File: src/hdl/i2c_slave_pkg.sv
package i2c_slave_pkg;

    localparam int byte_width    = 8;
    localparam int addr_width    = 7;
    localparam int reg_count     = 16;
    localparam int ptr_width     = $clog2(reg_count);
    localparam int bit_cnt_width = $clog2(byte_width);

    typedef logic [byte_width-1:0]    byte_t;       // data, address or pointer byte
    typedef logic [addr_width-1:0]    slave_addr_t; // 7-bit device address
    typedef logic [ptr_width-1:0]     reg_ptr_t;    // wraps at reg_count
    typedef logic [bit_cnt_width-1:0] bit_cnt_t;    // bits left in the byte

    localparam slave_addr_t i2c_slave_addr = 7'h42;

    typedef enum logic [3:0]
    {
        st_idle,
        st_addr,      // address byte + r/w bit
        st_addr_ack,
        st_ptr,       // register pointer byte
        st_ptr_ack,
        st_write,
        st_write_ack,
        st_read,
        st_read_ack   // master ack / nack
    } slave_state_t;

    // one CLK cycle's view of the bus
    typedef struct packed
    {
        logic scl_rise;
        logic scl_fall;
        logic start;
        logic stop;
        logic sda;      // synchronized level
    } bus_events_t;

    typedef struct packed
    {
        logic     wr_en;
        reg_ptr_t ptr;
        byte_t    wdata;
    } reg_access_t;

endpackage

File: src/hdl/i2c_line_sampler.sv
`timescale 1ns/1ps

module i2c_line_sampler
(
    input  logic                       CLK,
    input  logic                       RST_n,
    input  logic                       scl,
    input  logic                       sda,
    output i2c_slave_pkg::bus_events_t events
);

    // bit 1 carries scl, bit 0 carries sda
    logic [1:0] meta;  // first synchronizer stage
    logic [1:0] sync;  // second synchronizer stage
    logic [1:0] hist;  // previous synchronized level

    logic scl_now;
    logic scl_old;
    logic sda_now;
    logic sda_old;

    always_ff @(posedge CLK or negedge RST_n)
    begin
        if (!RST_n)
        begin
            meta <= '1;  // idle bus reads high
            sync <= '1;
            hist <= '1;
        end
        else
        begin
            meta <= {scl, sda};
            sync <= meta;
            hist <= sync;
        end
    end

    assign scl_now = sync[1];
    assign scl_old = hist[1];
    assign sda_now = sync[0];
    assign sda_old = hist[0];

    assign events.scl_rise = scl_now & ~scl_old;
    assign events.scl_fall = ~scl_now & scl_old;

    // sda edges only count as conditions while scl stays high
    assign events.start = scl_now & scl_old & sda_old & ~sda_now;
    assign events.stop  = scl_now & scl_old & ~sda_old & sda_now;

    assign events.sda = sda_now;

endmodule

File: src/hdl/i2c_reg_bank.sv
`timescale 1ns/1ps

module i2c_reg_bank
(
    input  logic                       CLK,
    input  logic                       RST_n,
    input  i2c_slave_pkg::reg_access_t access,
    output i2c_slave_pkg::byte_t       rdata
);

    import i2c_slave_pkg::*;

    byte_t regs [reg_count];

    always_ff @(posedge CLK or negedge RST_n)
    begin
        if (!RST_n)
        begin
            for (int i = 0; i < reg_count; i++)
                regs[i] <= '0;
        end
        else if (access.wr_en)
        begin
            regs[access.ptr] <= access.wdata;
        end
    end

    // read port follows ptr in the same cycle
    assign rdata = regs[access.ptr];

endmodule

File: src/hdl/i2c_slave_fsm.sv
`timescale 1ns/1ps

module i2c_slave_fsm
(
    input  logic                       CLK,
    input  logic                       RST_n,
    input  i2c_slave_pkg::bus_events_t events,
    input  i2c_slave_pkg::byte_t       rdata,
    output i2c_slave_pkg::reg_access_t access,
    output logic                       sda_oe,
    output logic                       busy
);

    import i2c_slave_pkg::*;

    slave_state_t state;
    byte_t        rx_shift;   // bits from the master, msb first
    byte_t        tx_shift;   // remaining bits of the byte being sent
    bit_cnt_t     bit_cnt;
    reg_ptr_t     ptr;
    logic         rw;         // latched r/w bit of the address byte
    logic         byte_full;  // all eight bits clocked, ack slot next
    logic         wr_en;

    logic in_byte;
    logic last_rise;
    logic addr_match;
    logic tx_load;
    logic tx_step;

    assign in_byte = (state == st_addr) || (state == st_ptr) ||
                     (state == st_write) || (state == st_read);

    assign last_rise  = in_byte && events.scl_rise && (bit_cnt == '0);
    assign addr_match = (rx_shift[byte_width-1:1] == i2c_slave_addr);

    // a new read byte starts after the address ack or a master ack
    assign tx_load = events.scl_fall &&
                     (((state == st_addr_ack) && rw) || (state == st_read_ack));
    assign tx_step = events.scl_fall && (state == st_read) && !byte_full;

    always_ff @(posedge CLK)
    begin
        if (events.scl_rise)
            rx_shift <= {rx_shift[byte_width-2:0], events.sda};

        if (tx_load)
            tx_shift <= {rdata[byte_width-2:0], 1'b0};  // msb goes out now
        else if (tx_step)
            tx_shift <= {tx_shift[byte_width-2:0], 1'b0};
    end

    always_ff @(posedge CLK or negedge RST_n)
    begin
        if (!RST_n)
        begin
            state     <= st_idle;
            bit_cnt   <= '1;
            ptr       <= '0;
            rw        <= 1'b0;
            byte_full <= 1'b0;
            wr_en     <= 1'b0;
            sda_oe    <= 1'b0;
            busy      <= 1'b0;
        end
        else
        begin
            wr_en <= 1'b0;  // single-cycle strobe

            if (events.stop)
            begin
                state     <= st_idle;
                byte_full <= 1'b0;
                sda_oe    <= 1'b0;
                busy      <= 1'b0;
            end
            else if (events.start)  // also a repeated start
            begin
                state     <= st_addr;
                bit_cnt   <= '1;
                byte_full <= 1'b0;
                sda_oe    <= 1'b0;
                busy      <= 1'b1;
            end
            else
            begin
                if (in_byte && events.scl_rise)
                begin
                    if (bit_cnt == '0)
                        byte_full <= 1'b1;
                    else
                        bit_cnt <= bit_cnt - 1'b1;
                end

                case (state)
                    st_addr:
                    begin
                        if (events.scl_fall && byte_full)
                        begin
                            byte_full <= 1'b0;
                            if (addr_match)
                            begin
                                rw     <= rx_shift[0];
                                sda_oe <= 1'b1;  // ack
                                state  <= st_addr_ack;
                            end
                            else
                                state <= st_idle;  // not ours, busy held until stop
                        end
                    end
                    st_addr_ack:
                    begin
                        if (events.scl_fall)
                        begin
                            bit_cnt <= '1;
                            if (rw)
                            begin
                                sda_oe <= ~rdata[byte_width-1];
                                state  <= st_read;
                            end
                            else
                            begin
                                sda_oe <= 1'b0;
                                state  <= st_ptr;
                            end
                        end
                    end
                    st_ptr:
                    begin
                        if (events.scl_fall && byte_full)
                        begin
                            byte_full <= 1'b0;
                            ptr       <= rx_shift[ptr_width-1:0];
                            sda_oe    <= 1'b1;
                            state     <= st_ptr_ack;
                        end
                    end
                    st_ptr_ack, st_write_ack:
                    begin
                        if (events.scl_fall)
                        begin
                            sda_oe  <= 1'b0;
                            bit_cnt <= '1;
                            state   <= st_write;
                        end
                    end
                    st_write:
                    begin
                        if (last_rise)
                            wr_en <= 1'b1;  // rx_shift holds the byte next cycle
                        if (events.scl_fall && byte_full)
                        begin
                            byte_full <= 1'b0;
                            ptr       <= ptr + 1'b1;
                            sda_oe    <= 1'b1;
                            state     <= st_write_ack;
                        end
                    end
                    st_read:
                    begin
                        if (events.scl_fall)
                        begin
                            if (byte_full)
                            begin
                                byte_full <= 1'b0;
                                sda_oe    <= 1'b0;  // master drives ack bit
                                state     <= st_read_ack;
                            end
                            else
                                sda_oe <= ~tx_shift[byte_width-1];
                        end
                    end
                    st_read_ack:
                    begin
                        if (events.scl_rise)
                        begin
                            if (events.sda)
                                state <= st_idle;  // nack ends the read
                            else
                                ptr <= ptr + 1'b1;
                        end
                        if (events.scl_fall)
                        begin
                            bit_cnt <= '1;
                            sda_oe  <= ~rdata[byte_width-1];  // rdata already at new ptr
                            state   <= st_read;
                        end
                    end
                    default:
                        state <= st_idle;
                endcase
            end
        end
    end

    assign access.wr_en = wr_en;
    assign access.ptr   = ptr;
    assign access.wdata = rx_shift;

endmodule

File: src/hdl/i2c_slave_top.sv
`timescale 1ns/1ps

module i2c_slave_top
(
    input  logic CLK,
    input  logic RST_n,
    input  logic scl,
    input  logic sda,
    output logic sda_oe,  // high pulls sda low
    output logic busy
);

    import i2c_slave_pkg::*;

    bus_events_t events;
    reg_access_t access;
    byte_t       rdata;

    i2c_line_sampler i2c_line_sampler_i
    (
        .CLK    (CLK),
        .RST_n  (RST_n),
        .scl    (scl),
        .sda    (sda),
        .events (events)
    );

    i2c_slave_fsm i2c_slave_fsm_i
    (
        .CLK    (CLK),
        .RST_n  (RST_n),
        .events (events),
        .rdata  (rdata),
        .access (access),
        .sda_oe (sda_oe),
        .busy   (busy)
    );

    i2c_reg_bank i2c_reg_bank_i
    (
        .CLK    (CLK),
        .RST_n  (RST_n),
        .access (access),
        .rdata  (rdata)
    );

endmodule

File: config.mk
export PLATFORM = sky130hd
export DESIGN_NAME = i2c_slave_top
export DESIGN_NICKNAME = d
export VERILOG_FILES = /design/src/hdl/i2c_slave_pkg.sv /design/src/hdl/i2c_line_sampler.sv /design/src/hdl/i2c_reg_bank.sv /design/src/hdl/i2c_slave_fsm.sv /design/src/hdl/i2c_slave_top.sv
export SDC_FILE = /design/constraint.sdc
export NUM_CORES = 1
export LEC_CHECK = 0
export BUFFER_PORTS_ARGS = -buffer_cell sky130_fd_sc_hd__clkbuf_2
export CORE_MARGIN = 4
export CORE_UTILIZATION = 63
export CTS_CLUSTER_SIZE = 30
export DETAILED_ROUTE_END_ITERATION = 10
export GPL_TIMING_DRIVEN = 0
export PLACE_DENSITY = 0.79
export SETUP_SLACK_MARGIN = 0.05
export SKIP_LAST_GASP = 1
export SYNTH_ARGS = -nofsm -noshare
export SYNTH_HDL_FRONTEND = slang
export SYNTH_SLANG_ARGS = --single-unit
File: constraint.sdc
create_clock -name CLK -period 2.65 [get_ports CLK]
set_input_delay 0.53 -clock CLK [delete_from_list [all_inputs] [get_ports CLK]]
set_output_delay 0.53 -clock CLK [all_outputs]
set_load 0.05 [all_outputs]
Word level (Yosys, flattened, before mapping)
Cells that the tools add are included.
{"block": "totals", "output_inout_bits": 2, "memories": 0, "latchBits": 0, "ram_bits": 0, "regBits": 165, "word_cells": 159, "mem_bits_ro": 0, "input_bits": 4}
{"block": "classes", "n_mux": 59, "order_cmp": 2, "shift": 0, "n_eq_ne": 25, "reduce_logical": 26, "add_sub_neg": 2, "div": 0, "n_bitwise": 16, "mul": 0}
{"operator": "bitwise mux 128 bit", "n": 1}
{"operator": "2-to-1 mux 4 bit", "n": 16}
{"operator": "2-to-1 mux 8 bit", "n": 5}
{"operator": "binary-select mux 8 bit (select 4 bit)", "n": 1}
{"operator": "demux 8 bit (select 4 bit)", "n": 1}
{"operator": "one-hot mux 4 bit (7 select lines)", "n": 1}
{"operator": "2-to-1 mux 1 bit", "n": 24}
{"operator": "inequality test 4 x 3 -> 1 bit, second input constant", "n": 6}
{"operator": "2-to-1 mux 3 bit", "n": 6}
{"operator": "equality test 4 x 3 -> 1 bit, second input constant", "n": 4}
{"operator": "inequality test 4 bit, second input constant", "n": 3}
{"operator": "one-hot mux 4 bit (3 select lines)", "n": 1}
{"operator": "AND reduction 9 bit", "n": 1}
{"operator": "equality test 4 x 2 -> 1 bit, second input constant", "n": 2}
{"operator": "logical AND 1 bit", "n": 8}
{"operator": "NOT 1 bit", "n": 8}
{"operator": "AND reduction 8 bit", "n": 1}
{"operator": "nonzero test 8 bit", "n": 1}
{"operator": "bitwise AND 1 bit", "n": 7}
{"operator": "equality test 7 bit, second input constant", "n": 1}
{"operator": "AND reduction 7 bit", "n": 1}
{"operator": "inequality test 2 bit, second input constant", "n": 3}
{"operator": "one-hot mux 1 bit (6 select lines)", "n": 1}
{"operator": ">= comparator 5 bit, second input constant", "n": 1}
{"operator": "other kinds (21)", "n": 26}

Depth between registers and ports, before layout
Gate-level depths: netlist (run 1).
{"block": "logic_depth", "word_depth": 11, "depth_mapped": 8, "depth_no_buf": 7}

By module
A second synthesis (run 1) with hierarchy kept.
{"block": "hier_totals", "cells_unflattened": 546, "hier_area_um2": 7983.9}
{"mod": "i2c_reg_bank", "cells_each": 368, "seq_area_each_um2": 3203.1, "area_each_um2": 5983.2, "instances": 1}
{"mod": "i2c_slave_fsm", "cells_each": 167, "seq_area_each_um2": 854.6, "area_each_um2": 1803.0, "instances": 1}
{"mod": "i2c_line_sampler", "cells_each": 11, "seq_area_each_um2": 157.7, "area_each_um2": 197.7, "instances": 1}

Worst setup path after synthesis (run 1)
No wires, ideal clock.
{"block": "synth_timing", "path_kind": "flip-flop to flip-flop", "start": "register i2c_line_sampler_i.hist[1]", "end": "register i2c_slave_fsm_i.state[0]", "t_arrival_ps": 1916, "stages_incl_launch_ff": 8, "synth_period_minus_slack_ps": 2043, "setup_ps": 127, "slack_ps": 607, "required_time_ps": 2523, "path_buffers": 1, "path_cell_list": "dfstp_2 > ha_1 > buf_2 > and2_1 > nor2_1 > and3_4 > a211oi_2 > mux2_1"}
{"block": "synth_between", "elab_chain_len": 5}
{"element": "start: declaration", "line": "i2c_line_sampler.sv:15", "text": "logic [1:0] hist;"}
{"element": "start signal: assignment", "line": "i2c_line_sampler.sv:34", "text": "hist <= sync;"}
{"element": "bitwise AND 1 bit (on tied branches)", "line": "i2c_line_sampler.sv:47, i2c_line_sampler.sv:48, i2c_line_sampler.sv:44"}
{"element": "bitwise AND 1 bit, or another cell as far along (2 in a row)", "line": "i2c_line_sampler.sv:48", "text": "assign events.stop = scl_now & scl_old & ~sda_old & sda_now;"}
{"element": "inequality test 5 x 3 -> 1 bit (no source line), or another cell as far along"}
{"element": "AND reduction 9 bit (no source line) or 2-to-1 mux 4 bit (tied branches)"}
{"element": "end signal: assignment", "line": "i2c_slave_fsm.sv:57", "text": "state <= st_idle;"}
{"element": "end signal: assignment", "line": "i2c_slave_fsm.sv:72", "text": "state <= st_idle;"}
{"element": "end signal: assignment", "line": "i2c_slave_fsm.sv:79", "text": "state <= st_addr;"}
{"element": "end: declaration", "line": "i2c_slave_fsm.sv:16", "text": "slave_state_t state;"}
Several ways; a longest one is shown, not always the timed one.
A chain may end at the register's enable or synchronous reset.

Final worst setup path (run 1)
{"block": "layout_timing", "start": "register i2c_slave_fsm_i.ptr[1]", "end": "register i2c_reg_bank_i.regs[31] (netlist name)"}
{"block": "layout_between", "elab_chain_len": 6}
{"element": "start: declaration", "line": "i2c_slave_fsm.sv:20", "text": "reg_ptr_t ptr;"}
{"element": "start signal: assignment", "line": "i2c_slave_fsm.sv:133", "text": "ptr <= rx_shift[ptr_width-1:0];"}
{"element": "start signal: assignment", "line": "i2c_slave_fsm.sv:154", "text": "ptr <= ptr + 1'b1;"}
{"element": "start signal: assignment", "line": "i2c_slave_fsm.sv:180", "text": "ptr <= ptr + 1'b1;"}
{"element": "NOT 4 -> 5 bit (not written as such) *", "line": "i2c_reg_bank.sv:24", "text": "regs[access.ptr] <= access.wdata;"}
{"element": ">= comparator 5 bit (not written as such) or < comparator 5 x 1 -> 1 bit (tied branches)", "line": "i2c_reg_bank.sv:24"}
{"element": "logical AND 1 bit (not written as such)", "line": "i2c_reg_bank.sv:24"}
{"element": "2-to-1 mux 8 bit (not written as such)", "line": "i2c_reg_bank.sv:24"}
{"element": "demux 8 bit (select 4 bit) *", "line": "i2c_reg_bank.sv:24"}
{"element": "bitwise mux 128 bit *", "line": "i2c_reg_bank.sv:24"}
{"element": "end signal: indexed assignment", "line": "i2c_reg_bank.sv:24"}
{"element": "end: declaration", "line": "i2c_reg_bank.sv:13", "text": "byte_t regs [reg_count];"}
Every way passes the cells marked *; elsewhere a longest branch is shown, timed or not.

==> flow_metrics.py, run 1 <==
metrics = {
    "sta": {
        "relSlewSlack_pct": 41.6,
        "tightest_slew_ns": 0.876,
        "maxSlewViolCount": 0,
        "fin_worst_hold_slack_ns": 0.0855,
        "setup_viol_count_final": 0,
        "rsz0062_at_grt": "true",
        "fin_crit_ns": 2.63,
        "finalHoldViolations": 0,
        "skew_ns": 0.00647,
        "fin_crit_sh_pct": 99.4,
        "fmax_ghz": 0.380,
    },
    "global_routing": {
        "antenna_found_initial": 0,
        "grt_pass1_vias": 5239,
        "use_met1_pct": 37.9,
        "grt_pass1_wl_mm": 29.1,
        "gr-total-overflow": 0,
        "gr-max-usage-layer": "met2",
        "grt_use_met2_pct": 40.9,
        "grt_max_degree": 82,
        "met3_usage_pct": 3.96,
        "track_usage_pct": 26.4,
    },
    "synth": {
        "netlist.area_leader.share_pct": 43.5,
        "syn-mean-instance-area_um2": 14.2,
        "synth_edf_count": 15,
        "synth_xor_area_share_pct": 0.555,
        "syn_inst": 572,
        "synth_ff_type": "dfrtp_1",
        "yosys-top-cells-count": "141 x dfrtp_1, 128 x mux2_2, 33 x mux4_2",
        "synth-adder-area-share_pct": 1.39,
        "yosys_warnings": 0,
        "synth_top_family_by_area": "multiplexers",
        "yosysTopAreaCell": "dfrtp_1",
        "ys_seq_elements": 165,
        "synth.most_common_cell": "dfrtp_1",
        "muxShareOfSynthArea_pct": 29.2,
        "ys_seq_area_share_pct": 52.0,
        "syn_nets": 585,
        "yosys-top-cells-area": "dfrtp_1 43%, mux2_2 18%, mux4_2 9.2%",
        "synthArstFlopShare_pct": 90.9,
        "synth_compound_area_share_pct": 5.49,
        "synth_simple_gate_area_share_pct": 7.60,
        "synth_cell_types": 71,
        "syn_area_um2": 8110,
    },
    "power_and_ir_drop": {
        "irDropWorstVdd_mv": 0.445,
        "seqPwrFrac_pct": 51.7,
        "p_int_mw": 3.95,
        "combinationalPowerShare_pct": 3.1,
        "leakage_nw": 4.11,
        "switching_share_pct": 21.5,
        "p_switching_mw": 1.08,
        "power_frac_clock_pct": 45.2,
        "p_per_area_nw_per_um2": 563,
    },
    "floorplanning": {
        "row_count": 41,
        "start_util_pct": 64.3,
        "core_area_um2": 12600,
        "die_area_um2": 14800,
        "io_pins": 6,
        "die_y_um": 121,
        "die_w_um": 121,
    },
    "outcome": {
        "status": "finished clean",
    },
    "placement": {
        "portBuffers": 5,
        "gp_congestion": 0.882,
        "dp_hpwl_mm": 11.9,
    },
    "critical_path": {
        "crit_start": "i2c_slave_fsm_i.ptr[1]",
        "required_ns": 2.96,
        "path_class": "reg -> reg",
        "rrSetupSlack_ns": 0.02,
        "worstSetupStartpointType": "flop",
        "end_kind": "flop",
        "path_max_fanout": 10,
        "r2r_start": "i2c_slave_fsm_i.ptr[1]",
        "timing.rr.end": "i2c_reg_bank_i.regs[31]",
        "worst-endpoint-arrival_ns": 2.94,
        "reg2reg_depth": 7,
    },
    "final_layout": {
        "diodes": 0,
        "syn2layout_area_growth_pct": 10.3,
        "drive_gt1_share_pct": 41.3,
        "final_core_util_pct": 70.9,
        "final_nets": 610,
    },
    "job": {
        "drv_cap": 0,
    },
    "detailed_routing": {
        "wl_mm": 17.8,
        "drtIter0Drc": 528,
        "firstDrtPassIters": 6,
        "drc": 0,
        "wl_per_cell_um": 22.9,
        "vias": 5022,
        "ant_nets": 0,
        "vias_per_cell": 6.46,
    },
    "clocking": {
        "path_clk_slew_ns": 0.06,
        "post_cts_buffers": 0,
        "cts_tree": "built",
        "cts_buffers": 17,
        "clk_path_buf_depth": 2,
        "clkLatencyLatePin_ns": 0.43,
        "clock_sinks": 165,
        "cts_hold_buf": 0,
        "htree_levels": 4,
        "cts_root_buffer": "clkbuf_16",
    },
    "min_path": {
        "hold_path_class": "in -> async",
    },
}
[metal layers]
metal | part of all wire [%] | vias to the layer above
li1 | - | 2174
met1 | 43 | 2614
met2 | 49 | 192
met3 | 5.2 | 42
met4 | 3.1 | 0
met5 | 0 | -
[power groups by stage]
stage	logic [mW]	clock network [mW]	registers, mW
after CTS	0.160	2.29	2.60
after global routing	0.177	2.41	2.60
after floorplan	0.0753	0	2.64
final	0.158	2.27	2.60
after detailed placement	0.159	0	2.64
after global placement	0.144	0	2.64
[what timing repair did]
| item | 4_1_cts | 5_1_grt |
|---|---|---|
| pin swaps | 0 | 0 |
| setup endpoints to repair | 48 | 59 |
| gates resized for setup | 3 | 2 |
[placed cells by master (no fill, tap or decap), drive strengths merged, types with 3 or more instances in the layout]
master | synthesis | final
nor2b | 8 | 8
clkbuf | 16 | 47
a21oi | 13 | 13
and2 | 4 | 4
a211oi | 4 | 4
nand3 | 17 | 17
nor2 | 17 | 17
a31oi | 3 | 3
dfstp | 9 | 9
nand3b | 5 | 5
ha | 9 | 9
nand2 | 11 | 11
o21ai | 9 | 9
inv | 11 | 13
buf | 29 | 29
dfrtp | 141 | 141
nor3 | 12 | 12
mux4 | 33 | 33
a211o | 7 | 7
nand2b | 4 | 4
and3 | 8 | 8
mux2i | 16 | 16
o211ai | 3 | 3
or3b | 3 | 3
edfxtp | 15 | 15
mux2 | 130 | 130
[critical path, cell delays in order, from the launching register on]
cell and delay [ns]:
dfrtp_1 0.39, buf_2 0.25, buf_2 0.33, clkbuf_4 0.32, inv_1 0.11, ha_1 0.27
nand3_1 0.41, mux2_2 0.41
[per-stage QoR]
stage	total power [mW]	area, µm²	worst slack [ns]	instances	setup TNS [ns]
2_1_floorplan	2.72	8110	0.607	572	0
3_3_place_gp	2.79	8350	-1.33	749	-189.13
3_5_place_dp	2.80	8390	-0.0566	750	-0.717
4_1_cts	5.05	8940	-0.0504	778	-0.375
5_1_grt	5.18	8940	-0.0672	778	-0.821
6_report	5.03	8940	0.0171	778	0
[registers in the layout (all words and copies together), names as in the netlist]
signal	count
i2c_reg_bank_i.regs	128
i2c_slave_fsm_i.wr_en	1
i2c_slave_fsm_i.tx_shift	7
i2c_slave_fsm_i.busy	1
i2c_line_sampler_i.sync	2
i2c_slave_fsm_i.rx_shift	8
i2c_slave_fsm_i.byte_full	1
i2c_line_sampler_i.hist	2
i2c_line_sampler_i.meta	2
i2c_slave_fsm_i.rw	1
i2c_slave_fsm_i.state	4
i2c_slave_fsm_i.ptr	4
i2c_slave_fsm_i.bit_cnt	3
i2c_slave_fsm_i.sda_oe	1
[cell type report]
cell class / count / area [µm²]
clock inverter: 3 / 17.5
sequential: 165 / 4220
fill: 861 / 3680
clock buffer: 25 / 515
multi-input combinational: 351 / 3610
buffer: 45 / 267
timing repair buffer: 6 / 61.3
inverter: 11 / 41.3
tap: 172 / 215
[cells by family (layout without fill, tap and decap cells)]
logic type | count (synthesis) | in the layout
multiplexers | 179 | 179
flip-flops | 165 | 165
AND/OR/NAND/NOR | 104 | 104
AO/OA/AOI/OAI | 56 | 56
buffers and inverters | 56 | 90
adder cells (fa/ha/maj) | 9 | 9
XOR/XNOR | 3 | 3
[worst max path at each step]
stage | slack (ns) | end | cells after the start
6_report | 0.02 | i2c_reg_bank_i.regs[31] | 7
2_1_floorplan | 0.61 | i2c_slave_fsm_i.state[0] | 7
3_5_place_dp | -0.06 | i2c_reg_bank_i.regs[81] | 7
4_1_cts | -0.05 | i2c_reg_bank_i.regs[89] | 7
5_1_grt | -0.07 | i2c_reg_bank_i.regs[31] | 7
3_3_place_gp | -1.33 | i2c_reg_bank_i.regs[38] | 1
Power figures use the tool's default switching activity.
==> run 2: changes to the inputs <==
==> constraint.sdc (replaced) <==
create_clock -name CLK -period 2.65 [get_ports CLK]
set_input_delay 0.1325 -clock CLK [delete_from_list [all_inputs] [get_ports CLK]]
set_output_delay 0.1325 -clock CLK [all_outputs]
set_load 0.05 [all_outputs]
==> run 2 against run 1 <==
Net effect: sequential cell count is the same; clock-buffer cell count unchanged; cell count increased by 0.39%; sequential share of layout area fell by 0.16 points; via count up 0.42%; die area did not move; worst setup slack hardly changed.
==> flow_metrics.py, run 2 (synthesized netlist as in run 1, its figures left out) <==
metrics = {
    "power_and_ir_drop": {
        "irDropWorstVdd_mv": 0.439,
        "p_per_area_nw_per_um2": 561,
        "leakage_nw": 4.12,
        "total_power_mw": 5.03,
    },
    "global_routing": {
        "grt_pass1_wl_mm": 29.2,
        "track_usage_pct": 26.5,
        "antenna_found_initial": 0,
        "grt_max_degree": 82,
        "grt_pass1_vias": 5268,
        "gr-total-overflow": 0,
    },
    "clocking": {
        "cts_root_buffer": "clkbuf_16",
        "htree_levels": 4,
        "clk_path_buf_depth": 2,
        "post_cts_buffers": 0,
        "cts_tree": "built",
        "clock_sinks": 165,
        "path_clk_slew_ns": 0.06,
        "clkLatencyLatePin_ns": 0.43,
        "cts_buffers": 17,
    },
    "critical_path": {
        "end_kind": "flop",
        "required_ns": 2.96,
        "worst-endpoint-arrival_ns": 2.94,
        "slowest_stage": "nand3_1",
        "crit_chain": "buf_2 -> buf_2 -> clkbuf_4 -> inv_1 -> ha_1 -> nand3_1 -> mux2_2",
        "worstSetupStartpointType": "flop",
        "critPathBufInv": 4,
        "cpMostUsedCell": "buf_2",
        "worst_path_dominant_cell_family": "buffers and inverters",
        "path_max_fanout": 10,
        "slowest_delay_ns": 0.42,
        "path_class": "reg -> reg",
    },
    "placement": {
        "dp_hpwl_mm": 11.9,
        "portBuffers": 5,
        "dp_slack_ns": -0.0566,
        "gp_congestion": 0.882,
    },
    "min_path": {
        "hold_path_class": "in -> async",
    },
    "sta": {
        "fmax_ghz": 0.380,
        "fin_crit_sh_pct": 99.3,
        "maxSlewViolCount": 0,
        "setup_slack_ns": 0.0175,
        "relSlewSlack_pct": 42.8,
        "tightest_slew_ns": 0.858,
        "skew_ns": 0.00563,
        "rsz0062_at_grt": "true",
        "fin_crit_ns": 2.63,
        "finalHoldViolations": 0,
        "setup_viol_count_final": 0,
        "fin_worst_hold_slack_ns": 0.272,
    },
    "final_layout": {
        "final_core_util_pct": 71.1,
        "drive_gt1_share_pct": 41.1,
        "syn2layout_area_growth_pct": 10.6,
        "diodes": 0,
        "top_regs": "i2c_reg_bank_i.regs (128), i2c_slave_fsm_i.rx_shift (8), i2c_slave_fsm_i.tx_shift (7)",
        "final_nets": 613,
        "mostFrequentLayoutCells": "141 x dfrtp_1, 128 x mux2_2, 33 x mux4_2",
        "regMostFlops": "i2c_reg_bank_i.regs",
        "final_common_cell": "dfrtp_1",
        "largest_register_ffs": 128,
    },
    "floorplanning": {
        "core_area_um2": 12600,
        "die_w_um": 121,
        "start_util_pct": 64.3,
        "die_area_um2": 14800,
        "io_pins": 6,
        "row_count": 41,
        "die_y_um": 121,
    },
    "detailed_routing": {
        "drtIter0Drc": 510,
        "wl_per_cell_um": 22.9,
        "ant_nets": 0,
        "wl_mm": 17.9,
        "firstDrtPassIters": 5,
        "drc": 0,
        "vias": 5043,
        "vias_per_cell": 6.46,
    },
    "job": {
        "drv_cap": 0,
    },
    "outcome": {
        "status": "finished clean",
    },
}
==> run 2: cell types whose count changed in the layout (fill, tap and decap cells not counted), sizes merged <==
cell / change
dlygate4sd3: +3
==> run 2: routing by layer <==
| metal | share of wire [%] | global-route usage [%] | up-vias |
|---|---|---|---|
| met5 | 0 | 0 | - |
| met4 | 2.8 | 10.5 | 0 |
| met3 | 5.2 | 3.96 | 36 |
| met2 | 49 | 41.3 | 182 |
| met1 | 43 | 37.9 | 2648 |
| li1 | - | - | 2177 |
==> run 2: cell type report <==
cell class                 instances  area, µm²
buffer                            45        267
clock buffer                      25        515
clock inverter                     3       17.5
fill                             858       3650
inverter                          11       41.3
multi-input combinational        351       3610
sequential                       165       4220
tap                              172        215
timing repair buffer               9       91.3
==> run 2: worst paths after layout <==
check                                           start                          to  slack, ns  depth (start not counted)
max                            i2c_slave_fsm_i.ptr[1]     i2c_reg_bank_i.regs[31]       0.02                          7
min                                             RST_n    i2c_slave_fsm_i.state[0]       0.27                          2
max reg2reg                    i2c_slave_fsm_i.ptr[1]     i2c_reg_bank_i.regs[31]       0.02                          7
min reg2reg                i2c_line_sampler_i.meta[1]  i2c_line_sampler_i.sync[1]       0.36                          0
max in group asynchronous                       RST_n  i2c_line_sampler_i.meta[0]       1.59                          3
min in group CLK                                  sda  i2c_line_sampler_i.meta[0]       0.36                          2
==> run 2: timing repair <==
action                                  CTS  global route
endpoints found under the hold margin    70             0
hold buffers                              3             0
gates resized for setup                   3             2
endpoints found under the setup margin   48            59
==> run 2: metrics by stage <==
| stage | TNS (ns) | cells | area, µm² |
|---|---|---|---|
| final | 0 | 781 | 8970 |
| after global routing | -0.821 | 781 | 8970 |
| after CTS | -0.375 | 781 | 8970 |
| after detailed placement | -0.717 | 750 | 8390 |
| after global placement | -129.77 | 749 | 8350 |
| after floorplan | 0 | 572 | 8110 |
==> run 2: power by group <==
part	switching, mW	internal, mW
Sequential	0.0228	2.58
Combinational	0.115	0.0472
Clock	0.944	1.33
